`config.mk`:
```
export PLATFORM = sky130hd
export DESIGN_NAME = secp_reg_file
export DESIGN_NICKNAME = d
export VERILOG_FILES = /design/src/hdl/secp_reg_file.sv
export VERILOG_INCLUDE_DIRS = /design/src /design/src/include
export SDC_FILE = /design/constraint.sdc
export NUM_CORES = 1
export LEC_CHECK = 0
export ABC_CLOCK_PERIOD_IN_PS = 16640
export BUFFER_PORTS_ARGS = -buffer_cell sky130_fd_sc_hd__buf_2
export CAP_MARGIN = 25
export CORE_AREA = 4 4 347 349
export DETAILED_ROUTE_END_ITERATION = 10
export DIE_AREA = 0 0 351 353
export HOLD_SLACK_MARGIN = 0.03
export SYNTH_ARGS = -nofsm -noshare
export SYNTH_HDL_FRONTEND = slang
export SYNTH_SLANG_ARGS = --single-unit
```
`constraint.sdc`:
```
create_clock -name i_clk -period 16.64 [get_ports i_clk]
set_input_delay 3.328 -clock i_clk [delete_from_list [all_inputs] [get_ports i_clk]]
set_output_delay 3.328 -clock i_clk [all_outputs]
set_load 0.01 [all_outputs]
```
`src/include/secp_defs.svh`:
```
`ifndef SECP_DEFS_SVH
`define SECP_DEFS_SVH

// Stream and operand widths
`define SECP_WORD_BITS 64
`define SECP_NUM_BITS 256
`define SECP_OP_WORDS 4

// Number of parallel multiplier units
`define SECP_NUM_UNITS 4

// Command code for a modular multiply
`define SECP_CMD_MULT_MOD 8'h10

// Register file geometry and word offsets
`define SECP_RF_DEPTH 16
`define SECP_RF_ADDR_BITS 4
`define SECP_RF_HDR 0
`define SECP_RF_IDX 1
`define SECP_RF_A 2
`define SECP_RF_B 6

// Reply length in stream words
`define SECP_RPL_WORDS 6

`endif

```
`src/hdl/secp_reg_file.sv`:
```
`timescale 1ns/100ps
`default_nettype none

`include "secp_defs.svh"

module secp_reg_file (
  input  wire                           i_clk,
  input  wire                           i_we,
  input  wire [`SECP_RF_ADDR_BITS-1:0]  i_waddr,
  input  wire [`SECP_WORD_BITS-1:0]     i_wdat,
  input  wire                           i_rd,
  input  wire [`SECP_RF_ADDR_BITS-1:0]  i_raddr,
  output logic [`SECP_WORD_BITS-1:0]    o_rdat,
  output logic                          o_rd_val
);

  logic [`SECP_WORD_BITS-1:0] mem [`SECP_RF_DEPTH];
  logic [`SECP_WORD_BITS-1:0] rdat_q;
  logic                       rd_q;

  always_ff @(posedge i_clk) begin
    if (i_we) begin
      mem[i_waddr] <= i_wdat;
    end
  end

  // First stage is the memory read register
  always_ff @(posedge i_clk) begin
    rdat_q <= mem[i_raddr];
    rd_q   <= i_rd;
  end

  // Output register, data lands two cycles after the strobe
  always_ff @(posedge i_clk) begin
    o_rdat   <= rdat_q;
    o_rd_val <= rd_q;
  end

endmodule

`default_nettype wire

```
==> run metrics <==
Post-synth EDFFs=just over 1000; max cap viols=0; Final setup viols=0; relative slew slack=0.228; busiest layer in global routing=met2; Post-CTS Setup Inserts=0; Crit Path Class=input port to register; Peak Freq=166 MHz; leading post-synthesis cells by cell area=edfxtp_1, mux4_2, dfxtp_1; die area=approximately 0.12 mm²; most frequent cells after synthesis=edfxtp_1, mux4_2, dfxtp_1; Syn Nets=1788; grt total ovfl=0; I/O Buffers=~140; DR WL/cell=approximately 26 µm; die height=between 300 and 400 µm; placed inst area=around 0.044 mm²; Syn-to-layout area delta=16.2%; cells along the critical path=buf_8 > buf_4 > buf_4 > buf_16 > mux4_2 > a22oi_1 > nand2_1; RSZ-0062 raised after global routing=false; post-synthesis sequential area ratio=0.815; post-route insts no fill=between 3000 and 4000; met2 usage=0.240; CP Capture Type=register; Final Cell Area=0.0475 mm²; DP Cell Count=3343; clk_lat worst skew=0.68 ns; Critical Path RT=around 17 ns; pre-CTS setup slack=between 9 and 10 ns; GRT Total Usage=0.149; Yosys reg bits=~1200; leading area contributor after synthesis=edfxtp_1; final hold vios=0; number of clock sinks=~1200; Synth Warn #=0; Post-synth top flop=edfxtp_1; pin count of the biggest net entering global routing=between 100 and 150; grt met1 use=0.211; Crit path arrival time=approximately 6.6 ns; Worst Max-Slew Pin Slew=approximately 1.2 ns; Initial DRC Count=1699; Hold Buf Count CTS=0; FF-to-FF Start=mem[11][17]$_DFFE_PP_; Synth Cell Area=0.0409 mm²; first-pass GRT wire length=between 100 and 150 mm; Longest Clk Path Bufs=3; setup_tns=0 ns; Layout Nets=2002; share of cells above drive strength 1=0.315; final WL=roughly 93 mm; Initial Util=0.348; Max FO, Critical Path=about 130; antenna violations before repair=31; utilization after layout=0.405; GPL Wtd Cong=approximately 0.7; Max VDD drop=roughly 0.076 mV; Final Cycle Share=0.361; Final ANT Viol Nets=0; vias per cell=between 5 and 6; DR DRC count=0; crit start category=input port; vias in the first global route=19400; CTS buffer count=114; Synth cell types=18; Final HPWL DP=45.7 mm; worst stage delay on the critical path=between 0.8 and 0.9 ns; Hold Crit Class=register to register; Layout fillers=between 10000 and 15000; hold_sp=rdat_q[26]$_DFF_P_; Vias=approximately 18000; Slew Viols, Final=0; TritonCTS clock tree=done; Synth Instances=1713; Worst-path clk slew=~0.06 ns; Crit-path slowest cell=buf_4; most frequent cell after synthesis=edfxtp_1; source of the critical timing path=i_raddr[1]; num rows=approximately 130; IO Count=140; GR Util met3=0.0286; Core Region=~0.12 mm²; outcome=completed; post-CTS resize count=0; Pwr Density=~130 mW/mm²; die width=around 350 µm; Mean Syn Cell Area=approximately 24 µm²; Leakage Power=15.3 nW; Synth top area share=0.752; H-Tree Depth=3; Root Driver=clkbuf_16; crit path time final=between 6 and 7 ns; cell mode on critical path=buf_4; clock skew=about 0.020 ns; r2r setup slk=15.23 ns; setup ws final=between 10 and 15 ns; drt first pass iters=5; asr flop ratio synth=0
[state kept, by name, summed over array words and instances (netlist names)]
| register | flops |
|---|---|
| rdat_q | 64 |
| rd_q | 1 |
| o_rd_val | 1 |
| o_rdat | 64 |
| mem | 1024 |
[routing by layer]
layer / wire length [µm] / vias up
met5: 92 / -
met2: 44900 / 622
met4: 1870 / 12
li1: - / 7710
met1: 39600 / 9828
met3: 6670 / 149
[metrics by stage]
stage	power [mW]	hold WS, ns
2_1_floorplan	3.48	0.310
3_3_place_gp	3.59	0.314
3_5_place_dp	3.60	0.312
4_1_cts	6.22	0.326
5_1_grt	6.36	0.333
6_report	6.15	0.323
[final timing paths]
| path | to | depth (start not counted) |
|---|---|---|
| worst max-delay path | rdat_q[55]$_DFF_P_ | 7 |
| worst min-delay path | o_rdat[26]$_DFF_P_ | 0 |
| worst max register to register | rdat_q[17]$_DFF_P_ | 3 |
| worst min register to register | o_rdat[26]$_DFF_P_ | 0 |
[worst max-delay path, delay by kind of cell]
kind / cells / cell delay [ns]
muxes: 1 / 0.35
buffers and inverters: 4 / 2.30
and+or+nand+nor: 1 / 0.09
AOI/OAI and AO/OA: 1 / 0.22
[cells in the final DEF, fill, tap and decap left out, types with 2 or more instances in the layout]
cell type | Yosys | layout
a22oi_1 | 128 | 128
clkbuf_1 | 36 | 30
dfxtp_1 | 130 | 130
buf_16 | 0 | 3
nand2_1 | 65 | 65
buf_4 | 6 | 37
nand2b_1 | 2 | 2
inv_6 | 0 | 2
edfxtp_1 | 1024 | 1024
nor2b_4 | 0 | 2
diode_2 | 0 | 10
clkbuf_16 | 0 | 116
nor2_4 | 0 | 13
bufinv_16 | 0 | 12
clkinv_2 | 0 | 20
inv_16 | 0 | 2
buf_12 | 0 | 3
nand3b_1 | 2 | 2
clkinv_4 | 0 | 4
clkbuf_8 | 0 | 16
nor3_2 | 0 | 4
buf_8 | 0 | 2
clkinvlp_4 | 0 | 6
clkinv_1 | 0 | 8
mux4_2 | 256 | 256
buf_2 | 13 | 137
[cell type report]
cell class | instances | area [µm²] | share of cell area
Sequential cell | 1154 | 33400 | 0.701
Tap cell | 1536 | 1920 | 0.0404
Antenna cell | 10 | 25.0 | 0.000526
Timing Repair Buffer | 182 | 1140 | 0.0239
Multi-Input combinational cell | 475 | 7230 | 0.152
Clock buffer | 162 | 3240 | 0.0680
Clock inverter | 55 | 644 | 0.0136
[kinds of logic after synthesis]
kind of cell	Yosys count	share of synthesized area
flip-flops	1154	0.815
multiplexers	256	0.141
AO/OA/AOI/OAI	128	0.0235
AND/OR/NAND/NOR	91	0.00912
buffers and inverters	84	0.0110
[power by group]
group          switching [mW]  internal [mW]  total, mW  leakage [nW]
logic                   0.159          0.108      0.267          3.03
clock network            1.07           1.54       2.62          1.89
registers              0.0271           3.24       3.27          10.3
No activity file was read; power rests on OpenSTA's default activity.
