## src/include/secp_defs.svh

```systemverilog
`ifndef SECP_DEFS_SVH
`define SECP_DEFS_SVH

// Stream and operand widths
`define SECP_WORD_BITS 64
`define SECP_NUM_BITS 256
`define SECP_OP_WORDS 4

// Number of parallel multiplier units
`define SECP_NUM_UNITS 4

// Command code for a modular multiply
`define SECP_CMD_MULT_MOD 8'h10

// Register file geometry and word offsets
`define SECP_RF_DEPTH 16
`define SECP_RF_ADDR_BITS 4
`define SECP_RF_HDR 0
`define SECP_RF_IDX 1
`define SECP_RF_A 2
`define SECP_RF_B 6

// Reply length in stream words
`define SECP_RPL_WORDS 6

`endif

```

## src/hdl/secp_pkg.sv

```systemverilog
`default_nettype none

`include "secp_defs.svh"

package secp_pkg;

  typedef enum logic {
    MOD_P = 1'b0,
    MOD_N = 1'b1
  } mod_sel_t;

  // Command header, code in the low byte
  typedef struct packed {
    logic [`SECP_WORD_BITS-10:0] rsvd;
    mod_sel_t                    mod_sel;
    logic [7:0]                  cmd;
  } header_t;

  typedef struct packed {
    logic [`SECP_NUM_BITS-1:0]  a;
    logic [`SECP_NUM_BITS-1:0]  b;
    mod_sel_t                   mod_sel;
    logic [`SECP_WORD_BITS-1:0] index;
    logic                       out_of_range;
  } mult_job_t;

  typedef struct packed {
    logic [`SECP_NUM_BITS-1:0]  product;
    logic [`SECP_WORD_BITS-1:0] index;
    logic                       out_of_range;
  } mult_res_t;

  // Field prime and group order of secp256k1
  localparam logic [`SECP_NUM_BITS-1:0] SECP_P =
    256'hFFFFFFFF_FFFFFFFF_FFFFFFFF_FFFFFFFF_FFFFFFFF_FFFFFFFF_FFFFFFFE_FFFFFC2F;
  localparam logic [`SECP_NUM_BITS-1:0] SECP_N =
    256'hFFFFFFFF_FFFFFFFF_FFFFFFFF_FFFFFFFE_BAAEDCE6_AF48A03B_BFD25E8C_D0364141;

  function automatic logic [`SECP_NUM_BITS-1:0] secp_modulus(input mod_sel_t sel);
    return (sel == MOD_N) ? SECP_N : SECP_P;
  endfunction

endpackage

`default_nettype wire

```

## src/hdl/secp_cmd_parser.sv

```systemverilog
`timescale 1ns/100ps
`default_nettype none

`include "secp_defs.svh"

module secp_cmd_parser
  import secp_pkg::*;
(
  input  wire                           i_clk,
  input  wire                           i_rst,
  input  wire [`SECP_WORD_BITS-1:0]     i_cmd_dat,
  input  wire                           i_cmd_val,
  input  wire                           i_cmd_sop,
  input  wire                           i_cmd_eop,
  output logic                          o_cmd_rdy,
  output logic                          o_rf_we,
  output logic [`SECP_RF_ADDR_BITS-1:0] o_rf_addr,
  output logic [`SECP_WORD_BITS-1:0]    o_rf_dat,
  output logic [`SECP_NUM_UNITS-1:0]    o_job_val,
  output mult_job_t                     o_job,
  input  wire [`SECP_NUM_UNITS-1:0]     i_unit_busy
);

  localparam int UW = $clog2(`SECP_NUM_UNITS);
  localparam int WB = `SECP_WORD_BITS;
  localparam logic [`SECP_RF_ADDR_BITS-1:0] RF_HDR = `SECP_RF_HDR;
  localparam logic [`SECP_RF_ADDR_BITS-1:0] RF_IDX = `SECP_RF_IDX;
  localparam logic [`SECP_RF_ADDR_BITS-1:0] RF_A = `SECP_RF_A;
  localparam logic [`SECP_RF_ADDR_BITS-1:0] RF_B = `SECP_RF_B;
  localparam logic [2:0] LAST_OP_WORD = 3'(2 * `SECP_OP_WORDS - 1);

  typedef enum logic [2:0] {
    ST_IDLE,
    ST_GET_INDEX,
    ST_GET_OPERANDS,
    ST_DISPATCH,
    ST_IGNORE
  } state_t;

  state_t                    state;
  header_t                   hdr;
  mod_sel_t                  mod_sel_q;
  logic [`SECP_NUM_BITS-1:0] op_a;
  logic [`SECP_NUM_BITS-1:0] op_b;
  logic [`SECP_NUM_BITS-1:0] modulus;
  logic [WB-1:0]             index_q;
  logic [2:0]                word_cnt;
  logic [UW-1:0]             unit_ptr;
  logic                      cmd_fire;
  logic                      issue;

  assign hdr      = header_t'(i_cmd_dat);
  assign cmd_fire = i_cmd_val && o_cmd_rdy;
  assign modulus  = secp_modulus(mod_sel_q);
  assign issue    = (state == ST_DISPATCH) && !i_unit_busy[unit_ptr];

  // Strobe only the unit the round-robin pointer selects
  always_comb begin
    o_job_val = '0;
    if (issue) begin
      o_job_val[unit_ptr] = 1'b1;
    end
  end

  always_comb begin
    o_job.a            = op_a;
    o_job.b            = op_b;
    o_job.mod_sel      = mod_sel_q;
    o_job.index        = index_q;
    o_job.out_of_range = (op_a >= modulus) || (op_b >= modulus);
  end

  always_ff @(posedge i_clk) begin
    if (i_rst) begin
      state     <= ST_IDLE;
      o_cmd_rdy <= 1'b0;
      o_rf_we   <= 1'b0;
      word_cnt  <= '0;
      unit_ptr  <= '0;
    end else begin
      o_rf_we <= 1'b0;
      case (state)
        ST_IDLE: begin
          o_cmd_rdy <= 1'b1;
          word_cnt  <= '0;
          if (cmd_fire) begin
            if (i_cmd_sop && hdr.cmd == `SECP_CMD_MULT_MOD) begin
              o_rf_we <= 1'b1;
              state   <= ST_GET_INDEX;
            end else if (!i_cmd_eop) begin
              state <= ST_IGNORE;
            end
          end
        end
        ST_GET_INDEX: begin
          if (cmd_fire) begin
            o_rf_we <= 1'b1;
            state   <= ST_GET_OPERANDS;
          end
        end
        ST_GET_OPERANDS: begin
          if (cmd_fire) begin
            o_rf_we  <= 1'b1;
            word_cnt <= word_cnt + 3'd1;
            // Stall the stream until the job is handed off
            if (word_cnt == LAST_OP_WORD) begin
              o_cmd_rdy <= 1'b0;
              state     <= ST_DISPATCH;
            end
          end
        end
        ST_DISPATCH: begin
          if (issue) begin
            unit_ptr  <= unit_ptr + 1'b1;
            o_cmd_rdy <= 1'b1;
            state     <= ST_IDLE;
          end
        end
        ST_IGNORE: begin
          if (cmd_fire && i_cmd_eop) begin
            state <= ST_IDLE;
          end
        end
        default: state <= ST_IDLE;
      endcase
    end
  end

  // Operand assembly and register file write data
  always_ff @(posedge i_clk) begin
    if (cmd_fire) begin
      o_rf_dat <= i_cmd_dat;
      case (state)
        ST_IDLE: begin
          o_rf_addr <= RF_HDR;
          mod_sel_q <= hdr.mod_sel;
        end
        ST_GET_INDEX: begin
          o_rf_addr <= RF_IDX;
          index_q   <= i_cmd_dat;
        end
        ST_GET_OPERANDS: begin
          if (!word_cnt[2]) begin
            o_rf_addr                    <= RF_A + {2'b00, word_cnt[1:0]};
            op_a[word_cnt[1:0]*WB +: WB] <= i_cmd_dat;
          end else begin
            o_rf_addr                    <= RF_B + {2'b00, word_cnt[1:0]};
            op_b[word_cnt[1:0]*WB +: WB] <= i_cmd_dat;
          end
        end
        default: begin
        end
      endcase
    end
  end

  // Dispatch must never double-issue or hit a unit still holding a job
  a_job_onehot_idle: assert property (@(posedge i_clk) disable iff (i_rst)
    $onehot0(o_job_val) && ((o_job_val & i_unit_busy) == '0));

endmodule

`default_nettype wire

```

## config.mk

```make
export PLATFORM = sky130hd
export DESIGN_NAME = secp_cmd_parser
export DESIGN_NICKNAME = d
export VERILOG_FILES = /design/src/hdl/secp_pkg.sv /design/src/hdl/secp_cmd_parser.sv
export VERILOG_INCLUDE_DIRS = /design/src /design/src/include
export SDC_FILE = /design/constraint.sdc
export NUM_CORES = 1
export LEC_CHECK = 0
export ABC_AREA = 0
export BUFFER_PORTS_ARGS = -buffer_cell sky130_fd_sc_hd__buf_2
export CAP_MARGIN = 20
export CORE_MARGIN = 3
export CORE_UTILIZATION = 25
export DETAILED_ROUTE_END_ITERATION = 10
export MAX_ROUTING_LAYER = met4
export PLACE_DENSITY_LB_ADDON = 0.25
export SLEW_MARGIN = 20
export SYNTH_ARGS = -nofsm -noshare
export SYNTH_HDL_FRONTEND = slang
export SYNTH_SLANG_ARGS = --single-unit
```

## constraint.sdc

```tcl
create_clock -name i_clk -period 15.5 [get_ports i_clk]
set_input_delay 2.325 -clock i_clk [delete_from_list [all_inputs] [get_ports i_clk]]
set_output_delay 2.325 -clock i_clk [all_outputs]
set_load 0.1 [all_outputs]
```

==> flow_summary.rst <==
.. list-table::
   :header-rows: 1

   * - Metric
     - Value
   * - Total gr overflow
     - 0
   * - Most used cells in the layout excluding fill and tap cells
     - sky130_fd_sc_hd__buf_2 (724), sky130_fd_sc_hd__edfxtp_1 (645), sky130_fd_sc_hd__and2_1 (260), sky130_fd_sc_hd__ha_1 (135), sky130_fd_sc_hd__nand4_1 (98)
   * - Smallest hold slack
     - between 0.5 and 0.6 ns
   * - Startpoint-to-endpoint class of the critical path
     - reg2out
   * - Total Wirelength
     - ~120000 um
   * - Core area
     - 100700 um2
   * - CP cell instances
     - buf_4 > buf_4 > inv_1 > ha_1 > a211oi_1 > nand2_1 > a41oi_1 > o21ai_0 > a211oi_1 > o21ai_0 > nor4b_1 > a221o_1 > buf_2
   * - Arrival time at the worst endpoint
     - around 5.6 ns
   * - Growth of design area from synthesis to finish
     - 31.06%
   * - Portion of the clock cycle consumed by the worst path in the final layout
     - 51.14%
   * - Clock latency on the worst-skew pair
     - ~0.64 ns
   * - Antenna violations before repair
     - 27
   * - Final antenna-violating net count
     - 0
   * - Post-synthesis compound-gate area fraction
     - about 3.1%
   * - Number of clock sinks
     - between 600 and 700
   * - Startpoint class of the critical path
     - flop
   * - Final Critical Period
     - just under 8 ns
   * - Synth Flop Type
     - sky130_fd_sc_hd__edfxtp_1
   * - Post-route DRC
     - 0
   * - Worst clock skew
     - between 0.03 and 0.04 ns
   * - # IOs
     - about 730
   * - Multiplexer fraction of the synthesized cell area
     - less than 1%
   * - Vias after detailed routing
     - 17730
   * - Setup slack, reg-to-reg
     - approximately 12 ns
   * - Die Wd
     - 325.7 um
   * - Hold-critical path endpoint
     - word_cnt[1]
   * - Layout cell share with drive strength beyond 1
     - 37.51%
   * - H-tree Lvls
     - 3
   * - Overall global routing resource usage
     - a little over a fifth
   * - Number of global-route vias before repair
     - 18410
   * - Root buffer selected by CTS
     - sky130_fd_sc_hd__clkbuf_16
   * - Yosys warning count
     - 0
   * - Number of max-capacitance violations reported
     - 0
   * - Critical Path Fanout Max
     - 74
   * - Summed negative setup slack over all endpoints
     - 0 ns
   * - HPWL Detailed
     - slightly below 90000 um
   * - Worst Max-Slew Pin Slew
     - around 1.1 ns
   * - Cell area after technology mapping
     - roughly 26000 um2
   * - Cell variety after synth
     - 64
   * - First-pass detailed-route iteration total
     - 5
   * - Placement Rows
     - between 100 and 150
   * - Number of buffers added on ports
     - approximately 720
   * - Average size of a mapped cell
     - 16.88 um2
   * - Startpoint of the lowest-slack hold path
     - word_cnt[1]
   * - Leak pwr
     - 13.10 nW
   * - Clock tree from TritonCTS
     - yes
   * - Setup-failing EPs final
     - 0
   * - Most common cell after layout, fill and taps aside
     - sky130_fd_sc_hd__buf_2
   * - Xor/xnor share of the synthesized area
     - 0.03428%
   * - Number of buffers added to fix hold violations after cts
     - 0
   * - Post-Syn Instances
     - about 1500
   * - Worst reg2reg path startpoint
     - state[2]
   * - Final Hold Viols
     - 0
   * - Starting density of the core
     - between 20% and 30%
   * - Critical Path Slowest Stage Cell
     - sky130_fd_sc_hd__buf_4
   * - Vertical extent of the die
     - around 330 um
   * - Initial detailed-routing violation count
     - 1373
   * - Ys async rst share
     - 0%
   * - Cts repair resizes
     - 0
   * - Maximum number of pins on one net before global-route repair
     - between 70 and 80
   * - CP endpoint kind
     - output pin
   * - Worst relative slew slack
     - about a quarter
   * - Power per cell area
     - 117.3 nW/um2
   * - Combinational family with the most area after synthesis
     - simple AND/OR/NAND/NOR gates
   * - Mapped Nets
     - roughly 1700
   * - CTS clock-pin slew for the worst setup and hold paths
     - around 0.06 ns
   * - Setup repair after global routing missed its margin
     - false
   * - Final layout net count
     - between 2000 and 3000
   * - Peak supply drop
     - roughly 0.074 mV
   * - Area share of and/or/nand/nor cells after synthesis
     - between 10 and 15%
   * - Outcome
     - finished clean
   * - Core Util, Final
     - between 30% and 40%
   * - Num CTS Buffers
     - 78
   * - Pins over their slew limit
     - 0
   * - Worst hold path depth
     - 2
   * - Number of cells on the worst reg-to-reg path
     - 5
   * - EDFF count, synth
     - about 650
   * - Buffer depth of the longest clock path
     - 3
   * - Required time of the critical path
     - approximately 13 ns
   * - Seq/Total Area, Yosys
     - roughly three quarters
   * - Yosys reg bits
     - between 600 and 700
   * - Type of the worst min-delay path
     - reg2reg
   * - Wire length of the first global-routing pass
     - 154500 um
   * - Drt via density
     - about 4.8
   * - Reg-to-reg endpoint
     - op_b[51]
   * - Post-Synth Adder-Cell Area
     - 6.612%
   * - Die footprint
     - between 100000 and 150000 um2
   * - Gp weighted congestion
     - roughly 0.9
   * - Buffers inserted by post-CTS timing repair
     - 0
   * - Routed length per placed instance
     - just over 30 um
   * - Maximum operating frequency
     - roughly 130 MHz
   * - Delay of the slowest critical-path stage
     - between 0.7 and 0.8 ns
-- power breakdown --
part | switching [mW] | total, mW | leakage, nW | internal, mW
registers | 0.00301 | 1.94 | 6.28 | 1.94
clock network | 0.754 | 1.81 | 1.20 | 1.06
logic | 0.140 | 0.172 | 5.62 | 0.0323
total | 0.897 | 3.93 | 13.1 | 3.03
-- synthesized netlist by cell type (all sizes together), types with 11 or more instances --
cell type,n,area (um2)
nor4,28,181.4
nand2,36,135.1
a21oi,31,155.2
nand3,24,125.1
and3,17,107.6
nor3,15,75.07
nor2,48,182.7
inv,15,56.30
a211oi,11,82.58
o21ai,22,110.1
ha,135,1689
edfxtp,645,19370
a31oi,12,75.07
nand4,100,638.1
and2,264,1652
clkbuf,27,101.4
-- worst max-delay path by stage --
stage	from	to	slack [ns]	cells past startpoint
5_1_grt	mod_sel_q	o_job[0]	7.17	13
4_1_cts	mod_sel_q	o_job[0]	7.39	13
3_5_place_dp	mod_sel_q	o_job[0]	8.10	13
2_1_floorplan	i_cmd_val	index_q[0]	6.20	2
3_3_place_gp	mod_sel_q	o_job[0]	8.17	13
6_report	mod_sel_q	o_job[0]	7.57	13
-- cell families after synthesis --
group           after synthesis
flops                       655
simple gates                555
fa+ha+maj                   135
compound gates              120
buf+inv                      44
mux                           3
xor+xnor                      1
-- cell type report --
| type | instances | area [um2] |
|---|---|---|
| diodes | 3 | 7.507 |
| clock buffers | 90 | 2039 |
| clock inverters | 49 | 460.4 |
| fillers | 10060 | 67250 |
| inverters | 15 | 58.81 |
| multi-input cells | 814 | 5872 |
| flip-flops and latches | 655 | 19570 |
| well taps | 1357 | 1698 |
| repair buffers | 739 | 3776 |
-- stage by stage --
stage                     instance area, um2  cells  setup slack, ns  power (mW)
after CTS                              33420   3717            7.386       3.967
after global placement                 30920   3578            8.170       2.148
final                                  33480   3722            7.573       3.927
after floorplan                        25550   1513            6.200       2.072
after global routing                   33470   3719            7.169       4.039
after detailed placement               30920   3578            8.102       2.151
-- sequential cells by signal, summed over array words and instances (netlist names), 2 cells and up --
register / cells
o_rf_addr: 4
unit_ptr: 2
word_cnt: 3
o_rf_dat: 64
op_a: 256
op_b: 256
state: 3
index_q: 64
-- critical path, delay by kind of cell (launching register included) --
kind            cells  cell delay [ns]
buf+inv             4             1.84
simple gates        2             0.27
fa+ha+maj           1             0.37
compound gates      6             1.76
flops               1             0.58
-- routing by layer --
layer / global-route usage (%) / share of wire (%) / routed length (um) / vias up
li1: - / - / - / 7537
met1: 26.01 / 40 / 46140 / 9215
met2: 36.21 / 50 / 57520 / 842
met3: 5.580 / 7.8 / 9011 / 135
met4: 5.312 / 2.4 / 2761 / 0
met5: - / 0 / 0 / -
Note: power is estimated with default switching activity, not from simulation.
