$ cat config.mk
export PLATFORM = sky130hd
export DESIGN_NAME = secp_reply_collector
export DESIGN_NICKNAME = d
export VERILOG_FILES = /design/src/hdl/secp_pkg.sv /design/src/hdl/secp_reply_collector.sv
export VERILOG_INCLUDE_DIRS = /design/src /design/src/include
export SDC_FILE = /design/constraint.sdc
export NUM_CORES = 1
export LEC_CHECK = 0
export ABC_AREA = 1
export BUFFER_PORTS_ARGS = -buffer_cell sky130_fd_sc_hd__buf_2
export CORE_AREA = 8 8 529 531
export DETAILED_ROUTE_END_ITERATION = 12
export DIE_AREA = 0 0 537 539
export GPL_ROUTABILITY_DRIVEN = 0
export PLACE_DENSITY_LB_ADDON = 0.25
export SLEW_MARGIN = 25
export SYNTH_ARGS = -nofsm -noshare
export SYNTH_HDL_FRONTEND = slang
export SYNTH_SLANG_ARGS = --single-unit
$ cat constraint.sdc
create_clock -name i_clk -period 7.22 [get_ports i_clk]
set_clock_uncertainty 0.1 [all_clocks]
set_input_delay 0.361 -clock i_clk [delete_from_list [all_inputs] [get_ports i_clk]]
set_output_delay 0.361 -clock i_clk [all_outputs]
set_load 0.03 [all_outputs]
$ cat src/include/secp_defs.svh
`ifndef SECP_DEFS_SVH
`define SECP_DEFS_SVH

// Stream and operand widths
`define SECP_WORD_BITS 64
`define SECP_NUM_BITS 256
`define SECP_OP_WORDS 4

// Number of parallel multiplier units
`define SECP_NUM_UNITS 4

// Command code for a modular multiply
`define SECP_CMD_MULT_MOD 8'h10

// Register file geometry and word offsets
`define SECP_RF_DEPTH 16
`define SECP_RF_ADDR_BITS 4
`define SECP_RF_HDR 0
`define SECP_RF_IDX 1
`define SECP_RF_A 2
`define SECP_RF_B 6

// Reply length in stream words
`define SECP_RPL_WORDS 6

`endif

$ cat src/hdl/secp_pkg.sv
`default_nettype none

`include "secp_defs.svh"

package secp_pkg;

  typedef enum logic {
    MOD_P = 1'b0,
    MOD_N = 1'b1
  } mod_sel_t;

  // Command header, code in the low byte
  typedef struct packed {
    logic [`SECP_WORD_BITS-10:0] rsvd;
    mod_sel_t                    mod_sel;
    logic [7:0]                  cmd;
  } header_t;

  typedef struct packed {
    logic [`SECP_NUM_BITS-1:0]  a;
    logic [`SECP_NUM_BITS-1:0]  b;
    mod_sel_t                   mod_sel;
    logic [`SECP_WORD_BITS-1:0] index;
    logic                       out_of_range;
  } mult_job_t;

  typedef struct packed {
    logic [`SECP_NUM_BITS-1:0]  product;
    logic [`SECP_WORD_BITS-1:0] index;
    logic                       out_of_range;
  } mult_res_t;

  // Field prime and group order of secp256k1
  localparam logic [`SECP_NUM_BITS-1:0] SECP_P =
    256'hFFFFFFFF_FFFFFFFF_FFFFFFFF_FFFFFFFF_FFFFFFFF_FFFFFFFF_FFFFFFFE_FFFFFC2F;
  localparam logic [`SECP_NUM_BITS-1:0] SECP_N =
    256'hFFFFFFFF_FFFFFFFF_FFFFFFFF_FFFFFFFE_BAAEDCE6_AF48A03B_BFD25E8C_D0364141;

  function automatic logic [`SECP_NUM_BITS-1:0] secp_modulus(input mod_sel_t sel);
    return (sel == MOD_N) ? SECP_N : SECP_P;
  endfunction

endpackage

`default_nettype wire

$ cat src/hdl/secp_reply_collector.sv
`timescale 1ns/100ps
`default_nettype none

`include "secp_defs.svh"

module secp_reply_collector
  import secp_pkg::*;
(
  input  wire                        i_clk,
  input  wire                        i_rst,
  input  wire [`SECP_NUM_UNITS-1:0]  i_done,
  input  mult_res_t                  i_res [`SECP_NUM_UNITS],
  output logic [`SECP_NUM_UNITS-1:0] o_take,
  output logic [`SECP_WORD_BITS-1:0] o_rpl_dat,
  output logic                       o_rpl_val,
  output logic                       o_rpl_sop,
  output logic                       o_rpl_eop,
  input  wire                        i_rpl_rdy
);

  localparam int UW = $clog2(`SECP_NUM_UNITS);
  localparam int WB = `SECP_WORD_BITS;
  localparam logic [2:0] LAST_WORD = 3'(`SECP_RPL_WORDS - 1);

  typedef enum logic {
    ST_WAIT,
    ST_SEND
  } state_t;

  state_t        state;
  logic [UW-1:0] unit_ptr;
  logic [2:0]    word_cnt;
  logic [1:0]    prod_word;
  mult_res_t     res_q;
  logic          grab;

  // Same order as the parser's dispatch pointer
  assign grab = (state == ST_WAIT) && i_done[unit_ptr];

  always_comb begin
    o_take = '0;
    if (grab) begin
      o_take[unit_ptr] = 1'b1;
    end
  end

  assign o_rpl_val = (state == ST_SEND);
  assign o_rpl_sop = (word_cnt == 3'd0);
  assign o_rpl_eop = (word_cnt == LAST_WORD);
  assign prod_word = word_cnt[1:0] - 2'd2;

  // Word 0 status, word 1 index, then product LSW first
  always_comb begin
    case (word_cnt)
      3'd0:    o_rpl_dat = {{(WB-1){1'b0}}, res_q.out_of_range};
      3'd1:    o_rpl_dat = res_q.index;
      default: o_rpl_dat = res_q.product[prod_word*WB +: WB];
    endcase
  end

  always_ff @(posedge i_clk) begin
    if (i_rst) begin
      state    <= ST_WAIT;
      unit_ptr <= '0;
      word_cnt <= '0;
    end else begin
      case (state)
        ST_WAIT: begin
          word_cnt <= '0;
          if (grab) begin
            state <= ST_SEND;
          end
        end
        ST_SEND: begin
          if (i_rpl_rdy) begin
            word_cnt <= word_cnt + 3'd1;
            if (word_cnt == LAST_WORD) begin
              word_cnt <= '0;
              unit_ptr <= unit_ptr + 1'b1;
              state    <= ST_WAIT;
            end
          end
        end
        default: state <= ST_WAIT;
      endcase
    end
  end

  always_ff @(posedge i_clk) begin
    if (grab) begin
      res_q <= i_res[unit_ptr];
    end
  end

  a_rpl_hold: assert property (@(posedge i_clk) disable iff (i_rst)
    (o_rpl_val && !i_rpl_rdy) |=> $stable(o_rpl_dat));

endmodule

`default_nettype wire

==> results of run 1 <==
layer usage:
metal,vias up,track usage [%],part of all wire [%]
li1,13600,-,-
met1,14600,18.4,42
met2,1719,24.7,46
met3,366,4.49,8.9
met4,84,3.59,2.6
met5,-,0,0.23
worst max-delay path: cells and delay by family, from the launching register on:
kind	cells	cell delay (ns)
and+or+nand+nor	4	1.18
buffers and inverters	3	1.36
DFF	1	0.53
cells in the final DEF (no fill, tap or decap), drive strengths merged:
master	instances
inv	16
o21ai	645
bufinv	6
buf	1400
ha	4
nand3b	1
clkbuf	59
nor3	1
a21oi	4
nand2	783
nand4	1
dlygate4sd3	348
clkinv	20
diode	34
nand3	8
clkinvlp	3
dfxtp	6
o22ai	321
nor2	654
edfxtp	321
sequential cells by signal, summed over array words and instances (netlist names):
name       flops
o_rpl_val      1
res_q        321
unit_ptr       2
word_cnt       3
through the flow:
stage               instances  util (%)  total power, mW
floorplan                3034         -             2.55
global placement         7753      11.9             3.28
detailed placement       7753      11.9             3.27
CTS                      8190      13.8             5.99
global route             8206      13.8             6.10
finish                   8224      13.8             5.84
worst min-delay path by stage:
stage / startpoint / slack [ns] / cells after the start / end
2_1_floorplan: i_rst / 0.33 / 1 / word_cnt[1]
5_1_grt: i_res[1024] / 0.02 / 3 / res_q[61]
3_3_place_gp: o_rpl_val / 0.49 / 2 / word_cnt[1]
6_report: i_res[1220] / 0.07 / 3 / res_q[257]
4_1_cts: i_res[1024] / 0.002 / 3 / res_q[61]
3_5_place_dp: o_rpl_val / 0.49 / 2 / word_cnt[1]
timing repair:
action	4_1_cts	5_1_grt
hold endpoints to repair	205	0
setup buffers	0	0
hold buffers	348	0
kinds of logic after synthesis:
group / count (synthesis) / synth area share [%]
adder cells (fa/ha/maj): 4 / 0.229
AO/OA/AOI/OAI: 970 / 24.0
AND/OR/NAND/NOR: 1448 / 25.0
buffers and inverters: 285 / 6.17
flip-flops: 327 / 44.6
power by group through the flow:
| stage | registers [mW] | logic, mW | clock network [mW] |
|---|---|---|---|
| 2_1_floorplan | 2.30 | 0.252 | 0 |
| 3_3_place_gp | 2.34 | 0.937 | 0 |
| 6_report | 2.29 | 1.07 | 2.48 |
| 4_1_cts | 2.30 | 1.09 | 2.60 |
| 3_5_place_dp | 2.34 | 0.932 | 0 |
| 5_1_grt | 2.30 | 1.16 | 2.64 |
layout make-up:
type / instances / area [um2] / area share (%)
clock buffer: 59 / 1260 / 3.37
timing repair buffer: 1748 / 10700 / 28.5
clock inverter: 30 / 309 / 0.825
multi-input combinational: 2422 / 10800 / 28.7
antenna: 34 / 85.1 / 0.227
tap: 3589 / 4490 / 12.0
inverter: 15 / 85.1 / 0.227
sequential: 327 / 9770 / 26.1
==> metrics.txt, run 1 <==
status completed; number of routed nets with antenna violations 0; critical path endpoint category output port; max-cap violation count 0; Placed Area 0.0323 mm2; max-slew violations 0; CP Cell Sequence buf_4 > nand2_1 > nor2_4 > buf_4 > nand2_1 > nand2_1 > buf_2; Die X-Extent 537 um; CTS buffer count 48; Clock Sinks 327; Vias 30,400; max incr delay on CP 0.69 ns; Tightest Hold Check Type input pin to flop; Final min period around 4.4 ns; Critical Path Most Common Cell nand2_1; WP data arrival 3.94 ns; clk buf depth 3; Clk pwr share 42.5%; largest net degree at the start of global routing 181; GRT Overall Usage 14.7%; critical path startpoint word_cnt[0]; combinational share of power 18.3%; Place WS about 3.2 ns; top cell type by total area after synthesis edfxtp_1; drc violations 0; GRT overflow 0; number of library cell types mapped by synthesis 20; I/O pin total 1,362; Final Hold Viols 0; worst r2r dst res_q[93]; Synth Register Bits 327; CTS H-tree depth 2; CP Max Fanout 52; Setup TNS Final 0 ns; sw power 1.69 mW; sequential fraction of the synthesis area 44.6%; initial antenna violation count 161; Post-synth top flop edfxtp_1; post-DP HPWL between 150,000 and 200,000 um; reg2reg start unit_ptr[1]; Worst setup SP type flop; Post-synth EDFFs 321; WL/cell 27.6 um; Resized cells post-CTS 0; Synth warnings 0; Internal between 4 and 5 mW; sw frac 28.9%; initial core utilization 8.04%; Yosys top cell area share 44.1%; Final nets 5,857; # fillers ~32,000; sequential power share 39.3%; Post-Route WL 227,000 um; Max-slew headroom approximately 22%; period utilization 61.0%; leak pwr 16.1 nW; Fin Hold WS ~0.068 ns; Clock Latency Late Sink 0.64 ns; top-count cell post-synth nand2_1; first-pass GRT wire length 290,000 um; Setup CP Type flop to output port; Critical Path RT 6.76 ns; pwr/cell area 156 mW/mm2; Final Setup Violations 0; Syn Inst Count 3,034; dominant cells by area after synthesis edfxtp_1 (44%), o21ai_0 (15%), nand2_1 (13%); root buffer cell clkbuf_16; fin worst setup slack about 2.8 ns; Mean Syn Cell Area 7.21 um2; commonest cells in the netlist nand2_1 (783), nor2_1 (653), o21ai_0 (645), edfxtp_1 (321), o22ai_1 (321); Worst path slowest cell buf_4; CTS tree yes; Die Area 0.289 mm2; worst setup path endpoint o_rpl_dat[45]; core footprint 0.272 mm2; Clock transition at path regs 0.06 ns; Synth async-reset ratio 0%; Detailed Routing Iterations Pass 1 6; Syn Std Cell Area 0.0219 mm2; Vias/cell 3.70; R2R setup slack 3.25 ns; layout cells sized above 1 32.2%; row count 192; vias in the first global route 31,000; Syn-to-layout area delta 71.3%; RSZ-0062 raised after global routing no; Worst-Margin Slew 1.16 ns; syn nets 4,329; DR iter-0 viols 2,419; peak supply drop 0.000124 V; Final Instance Area 0.0375 mm2; Fmax achieved between 200 and 250 MHz; die height 539 um; buffers added on ports 1,361; R2R depth 5
Note: power is estimated with default switching activity, not from simulation.
==> run 2, diff against run 1 <==
--- a/config.mk
+++ b/config.mk
@@ -6,11 +6,11 @@
 export SDC_FILE = /design/constraint.sdc
 export NUM_CORES = 1
 export LEC_CHECK = 0
-export ABC_AREA = 1
+export ABC_AREA = 0
 export BUFFER_PORTS_ARGS = -buffer_cell sky130_fd_sc_hd__buf_2
-export CORE_AREA = 8 8 529 531
+export CORE_AREA = 8 8 522 524
 export DETAILED_ROUTE_END_ITERATION = 12
-export DIE_AREA = 0 0 537 539
+export DIE_AREA = 0 0 530 532
 export GPL_ROUTABILITY_DRIVEN = 0
 export PLACE_DENSITY_LB_ADDON = 0.25
 export SLEW_MARGIN = 25
==> constraint.sdc (replaced) <==
create_clock -name i_clk -period 4.1 [get_ports i_clk]
set_clock_uncertainty 0.1 [all_clocks]
set_input_delay 0.205 -clock i_clk [delete_from_list [all_inputs] [get_ports i_clk]]
set_output_delay 0.205 -clock i_clk [all_outputs]
set_load 0.03 [all_outputs]
==> metrics.txt, run 2 <==
Syn Inst Count 1,057; layout cells sized above 1 61.4%; drc violations 0; commonest cells in the netlist mux4_2 (322), edfxtp_1 (321), mux2i_1 (66), a21oi_1 (64), mux2_2 (58); Non-Filler Instances ~6,700; Largest regs res_q x321, word_cnt x3, unit_ptr x2; Worst setup SP type flop; Largest delay share family, worst path compound AO/OA/AOI/OAI gates; Post-CTS Setup Repair Bufs 0; Critical Path RT 3.80 ns; pwr/cell area 268 mW/mm2; post-DP HPWL 202,000 um; post-synthesis adder-cell area fraction 0.246%; vias in the first global route 24,000; number of routed nets with antenna violations 0; CTS buffer count 48; status completed; WL/cell approximately 34 um; Syn Std Cell Area a little over 0.02 mm2; Synth Register Bits around 330; number of library cell types mapped by synthesis 27; leak pwr 14.8 nW; syn nets between 2,000 and 2,500; CP Cell Sequence buf_12 > mux2_2 > a221oi_1 > a21oi_1 > buf_2; WP data arrival 3.44 ns; Fmax achieved 267 MHz; CTS H-tree depth 2; Fin Hold WS 0.352 ns; RSZ-0062 raised after global routing no; sequential fraction of the synthesis area 47.9%; top cell type by total area after synthesis edfxtp_1; most frequent cells in the layout buf_2 (1,363), dlygate4sd3_1 (645), mux4_2 (322); Worst-Margin Slew 0.990 ns; max incr delay on CP 0.77 ns; Buf/Inv on CP 2; max-cap violation count 0; top-count cell post-synth mux4_2; max FFs per register 321; max-slew violations 0; clk buf depth 3; Biggest register res_q; Vias about 22,000; Max-slew headroom 34.0%; Yosys top cell area share between 40% and 50%; Cells after DPL 5,894; Die Area 0.282 mm2; Vias/cell 3.22; fin util 15.1%; Setup TNS Final 0 ns; critical path endpoint category output port; Post-Route WL approximately 230,000 um; Setup CP Type flop to output port; Mean Syn Cell Area approximately 19 um2; largest family of logic cells by synthesized area multiplexers; dominant cells by area after synthesis edfxtp_1 (47%), mux4_2 (36%), mux2i_1 (3.2%); compound-cell area share of the yosys netlist roughly 4.6%; Synth warnings 0; initial antenna violation count 240; GRT overflow 0; Final Hold Viols 0; period utilization 91.3%; Synth async-reset ratio 0%; core footprint 0.264 mm2; most common cell after layout, fill and taps aside buf_2; buffers added on ports ~1,400; Post-synth EDFFs approximately 320; Worst path slowest cell a221oi_1; Clock transition at path regs approximately 0.060 ns; Clock Latency Late Sink ~0.66 ns; largest net degree at the start of global routing 115; die height 532 um; row count 189; Post-Synth Simple-Gate Area 0.682%; Clock Sinks 327; Synth Area in XOR/XNOR 0.0430%; I/O pin total 1,362; root buffer cell clkbuf_16; CP Max Fanout 44; peak supply drop 0.000307 V; first-pass GRT wire length 277,000 um; Detailed Routing Iterations Pass 1 5; Tightest Hold Check Type input pin to flop; GRT Overall Usage 15.3%; Die X-Extent 530 um; Post-synth top flop edfxtp_1; Resized cells post-CTS 0; initial core utilization 7.72%; mux cell area share after synthesis ~43%; Final min period 3.74 ns; CTS tree yes; Final Setup Violations 0; DR iter-0 viols 1,086; Syn-to-layout area delta 95.5%; Final nets approximately 4,400
-- run 2: changes by cell type in the layout (fill, tap and decap cells not counted), moves of 60 or more --
cell	previous run	this run
dlygate4sd3_1	348	645
nor2_1	653	6
mux4_2	0	322
nand2_1	782	2
o22ai_1	321	0
mux2i_1	0	66
o21ai_0	644	0
a21oi_1	4	64
-- run 2: worst reg2reg max path: stages (launching register included) --
cell	delay [ns]
dfxtp_4	0.57
buf_12	0.26
buf_12	0.47
mux4_2	0.66
dlygate4sd3_1	0.63
-- run 2: kinds of logic (layout without fill, tap and decap cells) --
group	Yosys count	after routing
AO/OA/AOI/OAI	128	128
XOR/XNOR	1	1
adder cells (fa/ha/maj)	4	4
buffers and inverters	119	2153
flip-flops	327	327
multiplexers	454	454
other	0	74
AND/OR/NAND/NOR	24	24
-- run 2: report_power, final --
part	switching [mW]	leakage [nW]	internal, mW
clock	1.82	0.794	2.67
sequential	0.247	3.11	3.91
combinational	0.836	10.9	1.18
-- run 2: what timing repair did --
item,4_1_cts,5_1_grt
setup endpoints to repair,0,0
hold buffers,645,0
endpoints found under the hold margin,327,0
-- run 2: path summary, 6_finish.rpt --
check	start	to	slack, ns	cells after the start
worst max-delay path	word_cnt[0]	o_rpl_dat[35]	0.36	5
worst min-delay path	i_res[1020]	res_q[57]	0.35	3
worst max register to register	unit_ptr[0]	res_q[110]	1.14	4
worst min register to register	o_rpl_val	word_cnt[0]	0.62	2
-- run 2: final cells by class --
type / count / area (um2)
well taps: 3533 / 4420
repair buffers: 2066 / 13900
flip-flops and latches: 327 / 9780
multi-input cells: 611 / 9850
diodes: 74 / 185
clock buffers: 59 / 1280
clock inverters: 26 / 344
inverters: 2 / 7.51
fillers: 29600 / 224000
-- run 2: per-layer routing --
metal	global-route usage (%)	vias up	wire length (um)
met2	31.5	1477	128000
met4	3.56	120	6510
met1	14.0	10700	69500
met3	5.48	444	21200
met5	0	-	803
li1	-	8897	-
-- run 2: through the flow --
stage	instance area (um2)	setup slack, ns	power (mW)
5_1_grt	39700	0.264	11.1
4_1_cts	39600	0.135	11.0
6_report	39800	0.356	10.7
2_1_floorplan	20400	-2.35	4.53
3_5_place_dp	31500	0.888	5.83
3_3_place_gp	31500	0.555	5.84
